`src/source/hazard_consts.svh`:
```
`ifndef HAZARD_CONSTS_SVH
`define HAZARD_CONSTS_SVH

// GPR index width
`define HZ_REG_W 5

// $zero, hardwired, never a real producer
`define HZ_ZERO_REG 5'd0

`endif

```
`src/source/hazardPkg.sv`:
```
`default_nettype none

`include "hazard_consts.svh"

package hazardPkg;

	// Per-instruction register usage, carried down EX/MEM/WB
	typedef struct packed {
		logic                 valid;
		logic [`HZ_REG_W-1:0] rs;
		logic [`HZ_REG_W-1:0] rt;
		logic [`HZ_REG_W-1:0] dst;
		logic                 rfWr;     // Writes GPR
		logic                 dmRd;     // Load
		logic                 dmWr;     // Store
		logic                 cp0Rd;    // mfc0, result as late as a load
		logic                 bjOp;     // Compares in ID
		logic                 hiLoAcc;  // mfhi/mflo
	} hzStage_t;

	// Operand source for the EX muxes
	typedef enum logic [1:0] {
		FWD_NONE = 2'b00,
		FWD_MEM  = 2'b01,
		FWD_WB   = 2'b10
	} hzFwdSrc_t;

	typedef struct packed {
		hzFwdSrc_t exRs;
		hzFwdSrc_t exRt;
		logic      idRs;  // MEM to branch comparator
		logic      idRt;
	} hzFwd_t;

	typedef struct packed {
		logic pcWr;
		logic ifIdWr;
		logic idBubble;    // Squash ID into EX
		logic instSramEn;
		logic flush;
	} hzCtrl_t;

endpackage

`default_nettype wire

```
`src/source/forwardUnit.sv`:
```
`timescale 1ns/1ps
`default_nettype none

`include "hazard_consts.svh"

module forwardUnit import hazardPkg::*; (
	input  hzStage_t idInfo,
	input  hzStage_t exQ,
	input  hzStage_t memQ,
	input  hzStage_t wbQ,
	output hzFwd_t   fwd
);

	// Stage holds a live GPR result for this register
	function automatic logic producerHit(
		input hzStage_t             st,
		input logic [`HZ_REG_W-1:0] src
	);
		producerHit = st.valid && st.rfWr &&
			(st.dst != `HZ_ZERO_REG) && (st.dst == src);
	endfunction

	function automatic hzFwdSrc_t exSelect(
		input hzStage_t             memSt,
		input hzStage_t             wbSt,
		input logic [`HZ_REG_W-1:0] src
	);
		if (producerHit(memSt, src))
			exSelect = FWD_MEM;  // Youngest result wins
		else if (producerHit(wbSt, src))
			exSelect = FWD_WB;
		else
			exSelect = FWD_NONE;
	endfunction

	logic memRsHit;
	logic memRtHit;

	assign memRsHit = producerHit(memQ, exQ.rs);
	assign memRtHit = producerHit(memQ, exQ.rt);

	always_comb begin
		fwd.exRs = exSelect(memQ, wbQ, exQ.rs);
		fwd.exRt = exSelect(memQ, wbQ, exQ.rt);
		// Only the branch comparator taps MEM in ID
		fwd.idRs = idInfo.bjOp && producerHit(memQ, idInfo.rs);
		fwd.idRt = idInfo.bjOp && producerHit(memQ, idInfo.rt);
	end

	// A stale WB value must never shadow a newer MEM result
	always_comb begin
		if (fwd.exRs == FWD_WB) begin
			assert (!memRsHit)
			else $error("forwardUnit: rs took WB over matching MEM");
		end
		if (fwd.exRt == FWD_WB) begin
			assert (!memRtHit)
			else $error("forwardUnit: rt took WB over matching MEM");
		end
	end

endmodule

`default_nettype wire

```
`src/source/pipeHazardCtrl.sv`:
```
`timescale 1ns/1ps
`default_nettype none

module pipeHazardCtrl import hazardPkg::*; (
	input  wire logic clk,
	input  wire logic rst,
	input  hzStage_t  idInfo,
	input  wire logic memEx,
	input  wire logic eretFlush,
	input  wire logic mdBusy,
	input  wire logic iCacheDataOk,
	input  wire logic dCacheDataOk,
	output hzFwd_t    fwd,
	output hzCtrl_t   ctrl,
	output logic      isStall,
	output logic      dcacheStall
);

	hzStage_t exQ;
	hzStage_t memQ;
	hzStage_t wbQ;

	logic exHold;
	logic exBubble;
	logic memHold;
	logic memBubble;
	logic wbHold;

	stageReg #(
		.PAYLOAD_T(hzStage_t)
	) exStage (
		.clk   (clk),
		.rst   (rst),
		.hold  (exHold),
		.bubble(exBubble),
		.d     (idInfo),
		.q     (exQ)
	);

	stageReg #(
		.PAYLOAD_T(hzStage_t)
	) memStage (
		.clk   (clk),
		.rst   (rst),
		.hold  (memHold),
		.bubble(memBubble),
		.d     (exQ),
		.q     (memQ)
	);

	// WB only ever holds or advances
	stageReg #(
		.PAYLOAD_T(hzStage_t)
	) wbStage (
		.clk   (clk),
		.rst   (rst),
		.hold  (wbHold),
		.bubble(1'b0),
		.d     (memQ),
		.q     (wbQ)
	);

	forwardUnit fwdUnit (
		.idInfo(idInfo),
		.exQ   (exQ),
		.memQ  (memQ),
		.wbQ   (wbQ),
		.fwd   (fwd)
	);

	stallUnit stlUnit (
		.clk         (clk),
		.rst         (rst),
		.idInfo      (idInfo),
		.exQ         (exQ),
		.memQ        (memQ),
		.memEx       (memEx),
		.eretFlush   (eretFlush),
		.mdBusy      (mdBusy),
		.iCacheDataOk(iCacheDataOk),
		.dCacheDataOk(dCacheDataOk),
		.ctrl        (ctrl),
		.exHold      (exHold),
		.exBubble    (exBubble),
		.memHold     (memHold),
		.memBubble   (memBubble),
		.wbHold      (wbHold),
		.isStall     (isStall),
		.dcacheStall (dcacheStall)
	);

endmodule

`default_nettype wire

```
`src/source/stageReg.sv`:
```
`timescale 1ns/1ps
`default_nettype none

module stageReg #(
	parameter type PAYLOAD_T = logic [7:0]
) (
	input  wire logic clk,
	input  wire logic rst,
	input  wire logic hold,
	input  wire logic bubble,
	input  PAYLOAD_T  d,
	output PAYLOAD_T  q
);

	PAYLOAD_T stageQ;

	always_ff @(posedge clk) begin
		if (!rst) begin
			stageQ <= '0;
		end else if (bubble) begin
			stageQ <= '0;  // Valid drops with the rest
		end else if (!hold) begin
			stageQ <= d;
		end
	end

	assign q = stageQ;

	// The interlock never asks one stage to freeze and squash at once
	holdBubbleExclusive: assert property (
		@(posedge clk) disable iff (!rst)
		!(hold && bubble)
	) else $error("stageReg: hold and bubble both asserted");

endmodule

`default_nettype wire

```
`src/source/stallUnit.sv`:
```
`timescale 1ns/1ps
`default_nettype none

`include "hazard_consts.svh"

module stallUnit import hazardPkg::*; (
	input  wire logic clk,
	input  wire logic rst,
	input  hzStage_t  idInfo,
	input  hzStage_t  exQ,
	input  hzStage_t  memQ,
	input  wire logic memEx,
	input  wire logic eretFlush,
	input  wire logic mdBusy,
	input  wire logic iCacheDataOk,
	input  wire logic dCacheDataOk,
	output hzCtrl_t   ctrl,
	output logic      exHold,
	output logic      exBubble,
	output logic      memHold,
	output logic      memBubble,
	output logic      wbHold,
	output logic      isStall,
	output logic      dcacheStall
);

	typedef enum logic {
		DC_FREE = 1'b0,
		DC_BUSY = 1'b1
	} dcState_t;

	dcState_t dcState;
	dcState_t dcNext;
	logic     memAccess;
	logic     flushReq;

	// Nonzero producer whose dst feeds an ID source
	function automatic logic feedsId(
		input hzStage_t producer,
		input hzStage_t consumer
	);
		feedsId = (producer.dst != `HZ_ZERO_REG) &&
			((producer.dst == consumer.rs) || (producer.dst == consumer.rt));
	endfunction

	assign memAccess = memQ.valid && (memQ.dmRd || memQ.dmWr);
	assign flushReq  = memEx || eretFlush;

	// Decode interlock, first match wins
	always_comb begin
		ctrl.pcWr       = 1'b1;
		ctrl.ifIdWr     = 1'b1;
		ctrl.instSramEn = 1'b1;
		ctrl.idBubble   = 1'b0;
		ctrl.flush      = 1'b0;
		if (flushReq) begin
			ctrl.flush = 1'b1;  // Redirect beats any stall
		end else if ((mdBusy && idInfo.hiLoAcc) ||
			(exQ.valid && (exQ.dmRd || exQ.cp0Rd) && feedsId(exQ, idInfo)) ||
			(idInfo.bjOp && memQ.valid && memQ.rfWr &&
				(memQ.dmRd || memQ.cp0Rd) && feedsId(memQ, idInfo)) ||
			(idInfo.bjOp && exQ.valid && exQ.rfWr && feedsId(exQ, idInfo))) begin
			ctrl.pcWr       = 1'b0;
			ctrl.ifIdWr     = 1'b0;
			ctrl.instSramEn = 1'b0;
			ctrl.idBubble   = 1'b1;
		end
	end

	always_ff @(posedge clk) begin
		if (!rst)
			dcState <= DC_FREE;
		else
			dcState <= dcNext;
	end

	always_comb begin
		dcNext = dcState;
		case (dcState)
			DC_FREE: begin
				if (memAccess && !dCacheDataOk)
					dcNext = DC_BUSY;
			end
			DC_BUSY: begin
				if (dCacheDataOk)
					dcNext = DC_FREE;
			end
			default: dcNext = DC_FREE;
		endcase
	end

	assign dcacheStall = ((dcState == DC_BUSY) && !dCacheDataOk) ||
		((dcState == DC_FREE) && memAccess && !dCacheDataOk) ||
		!iCacheDataOk;

	assign isStall = !ctrl.pcWr || dcacheStall;

	// Freeze dominates, then flush, then the ID bubble
	assign exHold    = dcacheStall;
	assign exBubble  = !dcacheStall && (ctrl.flush || ctrl.idBubble);
	assign memHold   = dcacheStall;
	assign memBubble = !dcacheStall && ctrl.flush;
	assign wbHold    = dcacheStall;

	// Freeze must keep the outstanding access parked in MEM
	busyKeepsAccess: assert property (
		@(posedge clk) disable iff (!rst)
		(dcState == DC_BUSY) |-> memAccess
	) else $error("stallUnit: cache busy without a MEM access");

endmodule

`default_nettype wire

```
`config.mk`:
```
export PLATFORM = sky130hd
export DESIGN_NAME = pipeHazardCtrl
export DESIGN_NICKNAME = d
export VERILOG_FILES = /design/src/source/hazardPkg.sv /design/src/source/forwardUnit.sv /design/src/source/pipeHazardCtrl.sv /design/src/source/stageReg.sv /design/src/source/stallUnit.sv
export VERILOG_INCLUDE_DIRS = /design/src /design/src/source
export SDC_FILE = /design/constraint.sdc
export NUM_CORES = 1
export LEC_CHECK = 0
export BUFFER_PORTS_ARGS = -buffer_cell sky130_fd_sc_hd__buf_2
export CAP_MARGIN = 0
export CORE_MARGIN = 2
export CORE_UTILIZATION = 50
export CTS_CLUSTER_SIZE = 16
export DETAILED_ROUTE_END_ITERATION = 8
export PLACE_DENSITY_LB_ADDON = 0.25
export SETUP_SLACK_MARGIN = 0.2
export SYNTH_ARGS = -nofsm -noshare
export SYNTH_HDL_FRONTEND = slang
export SYNTH_SLANG_ARGS = --single-unit
```
`constraint.sdc`:
```
create_clock -name clk -period 2.2 [get_ports clk]
set_clock_uncertainty 0.05 [all_clocks]
set_input_delay 0.11 -clock clk [delete_from_list [all_inputs] [get_ports clk]]
set_output_delay 0.11 -clock clk [all_outputs]
set_load 0.03 [all_outputs]
```
After elaboration in Yosys (flattened, before gate mapping)
Index checks and enable logic that the tools add are counted.
- flip-flop bits (word level): 38
- input port bits: 29
- logic and storage cells: 91
- output and inout bits: 13
- eq/ne operators: 8
- reduce and logical (&&, ||, !) cells: 53
- mux-type cells: 10
- bitwise gates (word level): 2
- operators by type and width (operator ; count):
    5-bit == test ; 8
    1-bit logical AND ; 31
    5-bit nonzero test ; 3
    1-bit logical OR ; 13
    2-bit two-way mux ; 4
    4-bit two-way mux ; 2
    1-bit logical NOT ; 4
    2-bit OR reduction ; 2
    1-bit two-way mux ; 3
    1-bit NOT ; 2
    1-bit one-hot mux with 2 select lines ; 1

Depth between registers and ports, before layout
Gate-level depths: netlist of the first run.
- depth after elaboration: 12
- depth in mapped cells: 9

Hierarchy
A second synthesis of the first run with hierarchy kept.
- cells, all modules: 334
- area, all modules: 3316.9 sq um
- modules (own cells, without submodules) (module ; instances ; seq. area each (sq um) ; cells an instance ; area each (sq um)):
    stageReg ; 3 ; 440.4 ; 72 ; 810.8
    stallUnit ; 1 ; 20.0 ; 63 ; 465.4
    forwardUnit ; 1 ; 0.0 ; 54 ; 415.4
    pipeHazardCtrl ; 1 ; 0.0 ; 1 ; 3.8

Worst setup path before layout of the first run
OpenSTA, ideal clock, no wires.
- kind: reg-to-output
- start: register memStage.stageQ (netlist bit memStage.q[6])
- end: output isStall
- buffers on the path: 1
- slack: -669 ps
- stages on the path, launching flop included: 7
- arrival time: 2709 ps
- required time: 2040 ps
- cell sequence: dfxtp_1 -> buf_6 -> or4_4 -> o2111ai_2 -> a211oi_2 -> o31ai_1 -> nand2_1
- cells in the longest elaborated chain, start to end: 10
- elaborated cells between the ends (all ways): 12
- those cells by class: eq/ne: 2; mux: 2; reduce/logical: 8
- RTL lines (item ; line ; text):
    from (decl) ; stageReg.sv:15 ; PAYLOAD_T stageQ;
    from (signal assigned) ; stageReg.sv:19 ; stageQ <= '0;
    from (signal assigned) ; stageReg.sv:21 ; stageQ <= '0;
    from (signal assigned) ; stageReg.sv:23 ; stageQ <= d;
    5-bit == test ; stallUnit.sv:43 ; ((producer.dst == consumer.rs) || (producer.dst == consumer.rt));
    1-bit logical OR ; stallUnit.sv:43 ;
    1-bit logical AND * ; stallUnit.sv:42 ; feedsId = (producer.dst != `HZ_ZERO_REG) &&
    1-bit logical AND * ; stallUnit.sv:61 ; (memQ.dmRd || memQ.cp0Rd) && feedsId(memQ, idInfo)) ||
    1-bit logical OR * ; stallUnit.sv:59 ; (exQ.valid && (exQ.dmRd || exQ.cp0Rd) && feedsId(exQ, idInfo)) ||
    1-bit logical OR * ; stallUnit.sv:61 ;
    4-bit two-way mux * ; stallUnit.sv:58 ; end else if ((mdBusy && idInfo.hiLoAcc) ||
    4-bit two-way mux * ; stallUnit.sv:56 ; if (flushReq) begin
    1-bit logical NOT * ; stallUnit.sv:96 ; assign isStall = !ctrl.pcWr || dcacheStall;
    1-bit logical OR * ; stallUnit.sv:96 ;
    to (decl) ; pipeHazardCtrl.sv:15 ; output logic isStall,
Every way passes the cells marked *; elsewhere a longest branch is shown, timed or not.

Final worst setup path of the first run
Same ends and word-level chain as after synthesis.

==> results by group, run 1 <==
Outcome
  • Violated checks: setup timing
  • Status: complete, but fails checks

Critical path
  • Max FO, Critical Path: 5
  • Flop-to-flop setup slack: -10 ps
  • Worst setup path class: reg -> out
  • CP peak stage delay: 550 ps
  • Reg2Reg Depth: 8
  • Reg2Reg Launch Point: memStage.q[6]
  • Worst r2r dst: exStage.q[18]
  • CP Capture Point: isStall
  • Crit. End Element: output pin
  • Crit path from: memStage.q[6]
  • CP Data Required Time: 2040 ps
  • Critical path startpoint category: register
  • Crit path cell chain: or4_4 -> o2111ai_4 -> a211oi_4 -> buf_4 -> o31ai_4 -> nand2_2 -> buf_6
  • WP data arrival: 2150 ps
  • Slowest CP cell: or4_4

Yosys
  • Synth Area in Adders: 0%
  • Register area share after synthesis: 39.8%
  • Synth top area share: 39.8%
  • Post-Syn Nets: 240
  • Synthesized area per cell: 9.06 µm²
  • Post-synthesis simple-gate area fraction: 16.6%
  • Synth Instances: 211
  • Synth area leaders: dfxtp_1 (40%), xor2_1 (12%), a22o_1 (9.2%), nand2_1 (6.9%), xnor2_1 (6.4%)
  • Synth area leader: dfxtp_1
  • Count leader, synth: dfxtp_1
  • Most used DFF post-synth: dfxtp_1
  • Synthesis Warnings: 0
  • Post-synthesis mux area share: 0%
  • Mapped Area: 1910 µm²
  • Post-synth EDFFs: 0
  • Post-synthesis compound-gate area fraction: 19.0%
  • Async SR Flop Fraction: 0%
  • Largest family of logic cells by synthesized area: compound AO/OA/AOI/OAI gates
  • Synth top cells by count: dfxtp_1 (38), nand2_1 (35), xor2_1 (26)
  • Post-Synth XOR/XNOR Area: 18.3%
  • Post-synthesis register bit count: 38
  • Yosys cell types: 29

Die
  • Core area: 3660 µm²
  • Die area: 4330 µm²
  • FP Rows: 22
  • Initial Utilization: 52.2%
  • Ports: 42
  • Die height: 65.8 µm
  • Chip Width: 65.8 µm

Pwr
  • Lkg Pwr: 1.19 nW
  • VDD IR max: 0.533 mV
  • Tot Pwr: 1.44 mW
  • Power Density: 526 nW/µm²

Global routing
  • Largest net degree at the start of global routing: 21
  • First-pass GRT wire length: 8600 µm
  • GR Overflow Total: 0
  • Vias in the first global route: 1,824
  • Antenna violations before repair: 0
  • GRT Util Overall: 26.8%

Timing
  • Achievable frequency: 0.432 GHz
  • Final hold vios: 0
  • Final worst hold slack: 14.1 ps
  • Worst slew margin: 70.4%
  • Period utilisation layout: 105%
  • Final Setup Violations: 9
  • Worst-margin pin slew: 444 ps
  • Final Worst Setup Slack: -113 ps
  • RSZ-0062 raised after global routing: yes
  • Max-slew violations: 0
  • Min cycle time layout: 2310 ps

Job
  • Max-cap violations: 0

Layout
  • Post-Route Utilization: 75.0%
  • Share of layout cells above drive strength 1: 37.2%
  • Non-filler cells, final: 333
  • # diodes: 0
  • Area grow syn2layout: 43.7%
  • NumNets Final: 313

Drt
  • Vias per inst: 5.45
  • DRT Pass-1 Iters: 4
  • Antenna viol nets, final: 0
  • Drt drc: 0
  • Post-Route WL: 5290 µm
  • Iter 0 DRT Violations: 158
  • Wire per inst: 15.9 µm
  • Via count: 1,814

Placement
  • Number of buffers inserted by port buffering: 41
  • Placed cell count: 301
  • DP HPWL: 3530 µm
  • Dpl ws: -233 ps
  • GP Congestion: 0.775

Clock network
  • Clk_lat worst skew: 290 ps
  • CTS tree: done
  • CTS H-tree lvls: 2
  • Clock transition at path regs: 70 ps
  • CTS root buffer: clkbuf_8
  • Cts bufs inserted: 5
  • Clock Tree Buf Depth: 2
  • Clk sink count: 38

Min path
  • Worst Hold Depth: 2
  • Min-Delay Path Class: in -> reg
sequential cells by signal, indices dropped and copies added (netlist names):
name,cells
exStage.q,20
memStage.q,10
wbStage.q,7
stlUnit.dcState,1
cells in the final DEF, fill, tap and decap left out, types with 4 or more instances in the layout:
master         netlist  layout
a21boi_0             7       7
a21oi_1             12      11
a22o_1              20      20
buf_2                3      30
buf_4                4      28
buf_6                3      15
clkbuf_8             0       5
dfxtp_1             38      30
dfxtp_2              0       5
dlygate4sd3_1        0       9
nand2_1             35      34
nand3_1              6       6
nor3_1               4       4
nor4_4               1       6
xnor2_1             14      14
xor2_1              26      26
worst min-delay path by stage:
stage | start | to | slack (ps)
2_1_floorplan | idInfo[10] | exStage.q[10] | 190
3_3_place_gp | idInfo[21] | exStage.q[21] | 280
3_5_place_dp | idInfo[2] | exStage.q[2] | 280
4_1_cts | idInfo[9] | exStage.q[9] | 2
5_1_grt | idInfo[9] | exStage.q[9] | 8
6_report | idInfo[9] | exStage.q[9] | 10
report_power, final:
group / internal, mW / switching, mW
Sequential: 0.693 / 0.00941
Clock: 0.333 / 0.239
Combinational: 0.0781 / 0.0908
critical path, delay by kind of cell (launching register included):
family / cells / cell delay [ps]
compound gates: 3 / 600
flops: 1 / 330
simple gates: 2 / 630
buf+inv: 2 / 300
layout make-up:
cell class / instances / area [µm²]
flip-flops and latches: 38 / 778
inverters: 4 / 15.0
clock inverters: 3 / 40.0
fillers: 247 / 915
repair buffers: 82 / 619
multi-input cells: 153 / 1160
well taps: 48 / 60.1
clock buffers: 5 / 68.8
what timing repair did:
action / 4_1_cts / 5_1_grt
cloned: 2 / 0
setup buffers: 9 / 4
setup endpoints to repair: 29 / 40
hold buffers: 9 / 0
endpoints found under the hold margin: 9 / 0
pin swaps: 32 / 6
gates resized for setup: 30 / 19
cells by family after synthesis:
group           count (synthesis)
flops                          38
xor+xnor                       40
simple gates                   64
buf+inv                        21
compound gates                 48
layer usage:
metal  global-route usage (%)  part of all wire, %  up-vias
met1                     32.1                   41      868
met3                     5.28                  4.7       17
met2                     46.2                   51       53
li1                         -                    -      876
met5                        0                    0        -
met4                     11.7                  3.4        0
metrics by stage:
step	setup TNS, ps	area, µm²
2_1_floorplan	-7.70	2000
6_report	-492	2750
3_3_place_gp	-3640	2290
5_1_grt	-1850	2750
3_5_place_dp	-4280	2290
4_1_cts	-378	2670
No activity file was read; power rests on OpenSTA's default activity.
==> inputs of run 2 (changes only) <==
CORE_UTILIZATION = 48   (was 50)
SLEW_MARGIN = 40   (was unset)
clock period = 2 ns   (was 2.2 ns; I/O delays follow)
==> run 2 against run 1 <==
Against the previous run: the run still ends with setup timing left; via count is 2.9% lower; sequential power is 10% higher; register-to-register slack worse by 60 ps; largest power group unchanged; highest routed layer unchanged.
==> results by group, run 2 (synthesis results as in run 1) <==
Outcome
  • Status: complete, but fails checks
  • Violated checks: setup timing

Drt
  • Post-Route WL: 4810 µm
  • Via count: 1,762
  • Wire per inst: 14.3 µm
  • Vias per inst: 5.24
  • DRT Pass-1 Iters: 4
  • Antenna viol nets, final: 0
  • Iter 0 DRT Violations: 65
  • Drt drc: 0

Global routing
  • GRT Util Overall: 24.1%
  • Antenna violations before repair: 0
  • Vias in the first global route: 1,776
  • Largest net degree at the start of global routing: 21
  • First-pass GRT wire length: 8090 µm
  • GR Overflow Total: 0

Critical path
  • Crit path from: memStage.q[6]
  • CP Capture Point: isStall
  • Crit path cell chain: or4_4 -> o2111ai_4 -> a211oi_4 -> buf_4 -> o31ai_4 -> nand2_2 -> buf_6
  • Flop-to-flop setup slack: -70 ps
  • Bufs and invs on worst path: 2
  • Max FO, Critical Path: 5
  • CP peak stage delay: 550 ps
  • Slowest CP cell: or4_4
  • Reg2Reg Launch Point: memStage.q[6]
  • WP depth: 7
  • Cell family with most CP delay: simple AND/OR/NAND/NOR gates
  • Crit. End Element: output pin
  • WP data arrival: 2110 ps
  • Worst r2r dst: exStage.q[21]
  • Critical path startpoint category: register
  • Worst setup path class: reg -> out
  • CP Data Required Time: 1850 ps
  • Reg2Reg Depth: 7

Job
  • Max-cap violations: 0

Layout
  • Post-Route Utilization: 73.1%
  • Commonest non-fill, non-tap cells in the layout: buf_4 (36), nand2_1 (34), buf_2 (30)
  • Area grow syn2layout: 43.1%
  • Largest register FFs: 20
  • NumNets Final: 316
  • Design area: 2740 µm²
  • Share of layout cells above drive strength 1: 38.9%
  • # diodes: 0
  • Commonest non-fill, non-tap cell in the layout: buf_4

Placement
  • GP Congestion: 0.802
  • Number of buffers inserted by port buffering: 41
  • DP Area: 2360 µm²
  • DP HPWL: 3520 µm
  • Dpl ws: -104 ps

Pwr
  • Clk pwr share: 36.4%
  • Tot Pwr: 1.50 mW
  • Lkg Pwr: 1.20 nW
  • Logic pwr share: 12.1%
  • Cell Int Power: 1.13 mW
  • Seq pwr share: 51.5%
  • Power Density: 549 nW/µm²
  • Switching part of the total: 25.0%
  • VDD IR max: 0.439 mV
  • Sw power: 0.375 mW

Die
  • Initial Utilization: 51.1%
  • Core area: 3740 µm²
  • Die height: 67.1 µm
  • Die area: 4500 µm²
  • FP Rows: 22
  • Chip Width: 67.1 µm
  • Ports: 42

Clock network
  • Clk_lat worst skew: 300 ps
  • Cts bufs inserted: 5
  • CTS tree: done
  • Clock transition at path regs: 80 ps
  • Clk sink count: 38
  • Clock Tree Buf Depth: 2
  • CTS H-tree lvls: 2
  • CTS root buffer: clkbuf_8

Timing
  • Period utilisation layout: 113%
  • Final Worst Setup Slack: -264 ps
  • Max-slew violations: 0
  • Achievable frequency: 0.442 GHz
  • Final Setup Violations: 27
  • Worst-margin pin slew: 389 ps
  • RSZ-0062 raised after global routing: yes
  • Worst slew margin: 74.0%
  • Setup TNS: -2790 ps
  • Min cycle time layout: 2260 ps
  • Final hold vios: 0

Min path
  • Min-Delay Path Class: in -> reg
-- run 2: cell types whose count changed in the layout (fill, tap and decap cells not counted), sizes merged --
cell	previous run	this run
buf	73	78
bufinv	1	0
clkbuf	5	6
clkinv	2	1
clkinvlp	0	1
dlygate4sd3	9	8
nor4	6	5
-- run 2: power by group through the flow --
stage / combinational [mW] / clock [mW] / sequential [mW]
finish: 0.182 / 0.547 / 0.773
global route: 0.198 / 0.588 / 0.774
CTS: 0.178 / 0.553 / 0.773
detailed placement: 0.160 / 0 / 0.793
global placement: 0.158 / 0 / 0.793
floorplan: 0.0978 / 0 / 0.792
-- run 2: worst min-delay path by stage --
stage,from,end,cells past startpoint,slack (ps)
4_1_cts,idInfo[9],exStage.q[9],2,3
3_5_place_dp,idInfo[10],exStage.q[10],2,280
2_1_floorplan,idInfo[10],exStage.q[10],1,190
6_report,idInfo[8],exStage.q[8],2,7
5_1_grt,idInfo[8],exStage.q[8],2,20
3_3_place_gp,idInfo[21],exStage.q[21],2,270
-- run 2: final cells by class --
class                      count  area (µm²)
fill                         277        1010
multi-input combinational    152        1140
sequential                    38         777
clock buffer                   6        82.6
tap                           48        60.1
inverter                       4        15.0
clock inverter                 2        12.5
timing repair buffer          86         648
-- run 2: repair_timing --
action                                  in CTS  in global routing
endpoints found under the setup margin      31                 42
cloned                                       1                  0
gates resized for setup                     27                 13
pin swaps                                   12                  3
setup buffers                                5                  6
hold buffers                                 8                  0
hold endpoints to repair                     8                  0
-- run 2: per-layer routing --
| layer | wire length [µm] | GRT usage (%) |
|---|---|---|
| met1 | 2120 | 30.1 |
| met2 | 2410 | 40.5 |
| met3 | 196 | 3.21 |
| met5 | 0 | 0 |
| met4 | 84 | 12.0 |
-- run 2: worst register-to-register path, cell delays in order, from the launching register on --
cell and delay [ps]:
dfxtp_2 320, or4_4 550, o2111ai_4 230, a211oi_4 60, buf_4 150, nor4_4 320
buf_4 200, a22o_1 130
-- run 2: through the flow --
step / instances / hold WS, ps
finish: 336 / 7.47
global route: 336 / 17.5
CTS: 330 / 3.47
detailed placement: 308 / 281
global placement: 307 / 272
floorplan: 211 / 189
==> inputs of run 3 (changes only) <==
GPL_ROUTABILITY_DRIVEN = 0   (was unset)
PLACE_DENSITY = 0.75   (was unset)
PLACE_DENSITY_LB_ADDON = unset   (was 0.25)
SKIP_CTS_REPAIR_TIMING = 1   (was unset)
==> run 3 against run 2 <==
Against the previous run: the run ends with hold timing, setup timing left; register-to-register slack about the same; total power down 1.0%; first-iteration DRC count up 35%; cell count shrank 4.2%; sequential share of layout area increased by 0.99 points; clock power fell by 2%; die area is the same; critical path depth shrank 1; critical endpoint is now ctrl[1]; largest cell class unchanged.
==> results by group, run 3 (synthesis results as in run 1) <==
Outcome
  • Status: complete, but fails checks
  • Violated checks: hold timing, setup timing

Job
  • Max-cap violations: 0

Placement
  • DP Area: 2370 µm²
  • Number of buffers inserted by port buffering: 41
  • Placed cell count: 309
  • DP HPWL: 3580 µm

Drt
  • Met2 WL: 2650 µm
  • Via count: 1,715
  • Met1 WL: 2210 µm
  • Antenna viol nets, final: 0
  • Wire per inst: 15.8 µm
  • Met3 WL: 165 µm
  • Drt drc: 0
  • Vias per inst: 5.33
  • Uppermost layer routed: met4
  • DRT Pass-1 Iters: 4
  • Iter 0 DRT Violations: 88
  • Post-Route WL: 5100 µm

Critical path
  • Worst setup path class: reg -> out
  • Max FO, Critical Path: 5
  • Reg2Reg Launch Point: memStage.q[6]
  • Critical path startpoint category: register
  • Crit. End Element: output pin
  • CP Data Required Time: 1850 ps
  • Crit path from: exStage.q[6]
  • WP data arrival: 2180 ps

Timing
  • Final hold vios: 6
  • Achievable frequency: 0.430 GHz
  • Min cycle time layout: 2330 ps
  • Final Setup Violations: 27
  • Period utilisation layout: 116%
  • RSZ-0062 raised after global routing: yes
  • Worst slew margin: 74.3%
  • Worst-margin pin slew: 385 ps
  • Max-slew violations: 0
  • Final Worst Setup Slack: -327 ps
  • Setup TNS: -2940 ps
  • Final worst hold slack: -10.3 ps

Layout
  • Area grow syn2layout: 37.4%
  • Multi-input gate area: 1160 µm²
  • Commonest non-fill, non-tap cells in the layout: nand2_1 (34), dfxtp_1 (33), buf_2 (30)
  • Non-filler cells, final: 322
  • Largest register FFs: 20
  • Sequential cell area: 772 µm²
  • # diodes: 0
  • Commonest non-fill, non-tap cell in the layout: nand2_1
  • NumNets Final: 302
  • Design area: 2630 µm²
  • Fillers: 300
  • Share of layout cells above drive strength 1: 37.2%

Clock network
  • Clock Tree Buf Depth: 2
  • CTS tree: done
  • Clk sink count: 38
  • CTS root buffer: clkbuf_8
  • CTS H-tree lvls: 2
  • Clock transition at path regs: 70 ps
  • Clk_lat worst skew: 280 ps
  • Cts bufs inserted: 5

Die
  • Die area: 4500 µm²
  • FP Rows: 22
  • Chip Width: 67.1 µm
  • Initial Utilization: 51.1%
  • Ports: 42
  • Die height: 67.1 µm
  • Core area: 3740 µm²

Pwr
  • Lkg Pwr: 1.14 nW
  • Power Density: 566 nW/µm²
  • VDD IR max: 0.424 mV

Global routing
  • Largest net degree at the start of global routing: 21
  • Vias in the first global route: 1,547
  • Antenna violations before repair: 0
  • GRT Util Overall: 22.5%
  • First-pass GRT wire length: 7430 µm
  • GR Overflow Total: 0

Min path
  • Hold path start: idInfo[9]
  • Min-Delay Path Class: in -> reg
==> run 3: worst paths after layout <==
kind,slack [ps],endpoint,cells after the start
max,-330,ctrl[1],6
min,-10,exStage.q[9],2
max reg2reg,-80,exStage.q[3],7
min reg2reg,410,memStage.q[2],2
==> run 3: routing by layer <==
layer | track usage, % | vias to the layer above
met4 | 7.91 | 0
li1 | - | 850
met3 | 3.72 | 6
met2 | 38.6 | 28
met5 | 0 | -
met1 | 28.3 | 831
==> run 3: worst max-delay path, cell delays in order (launching register included) <==
cell,delay (ps)
dfxtp_1,320
or4_1,540
o211ai_1,220
a21oi_2,70
buf_4,150
o31ai_4,360
buf_4,230
==> run 3: area by class of cell <==
| cell class | instances | share of cell area, % |
|---|---|---|
| Clock buffer | 6 | 3.14 |
| Multi-Input combinational cell | 152 | 44.0 |
| Clock inverter | 2 | 0.476 |
| Sequential cell | 38 | 29.4 |
| Tap cell | 48 | 2.29 |
| Inverter | 4 | 0.571 |
| Timing Repair Buffer | 72 | 20.1 |
==> run 3: per-stage QoR <==
stage	worst slack [ps]	utilization, %	total power [mW]
5_1_grt	-409	70.2	1.54
6_report	-327	70.2	1.49
2_1_floorplan	-193	-	0.890
4_1_cts	-381	65.7	1.48
3_3_place_gp	-270	62.9	0.950
3_5_place_dp	-93.1	63.2	0.954
==> run 3: power breakdown <==
group	internal, mW	leakage (nW)	switching (mW)	total (mW)
clock network	0.277	0.0472	0.258	0.535
registers	0.764	0.310	0.00980	0.773
logic	0.0797	0.781	0.0986	0.178
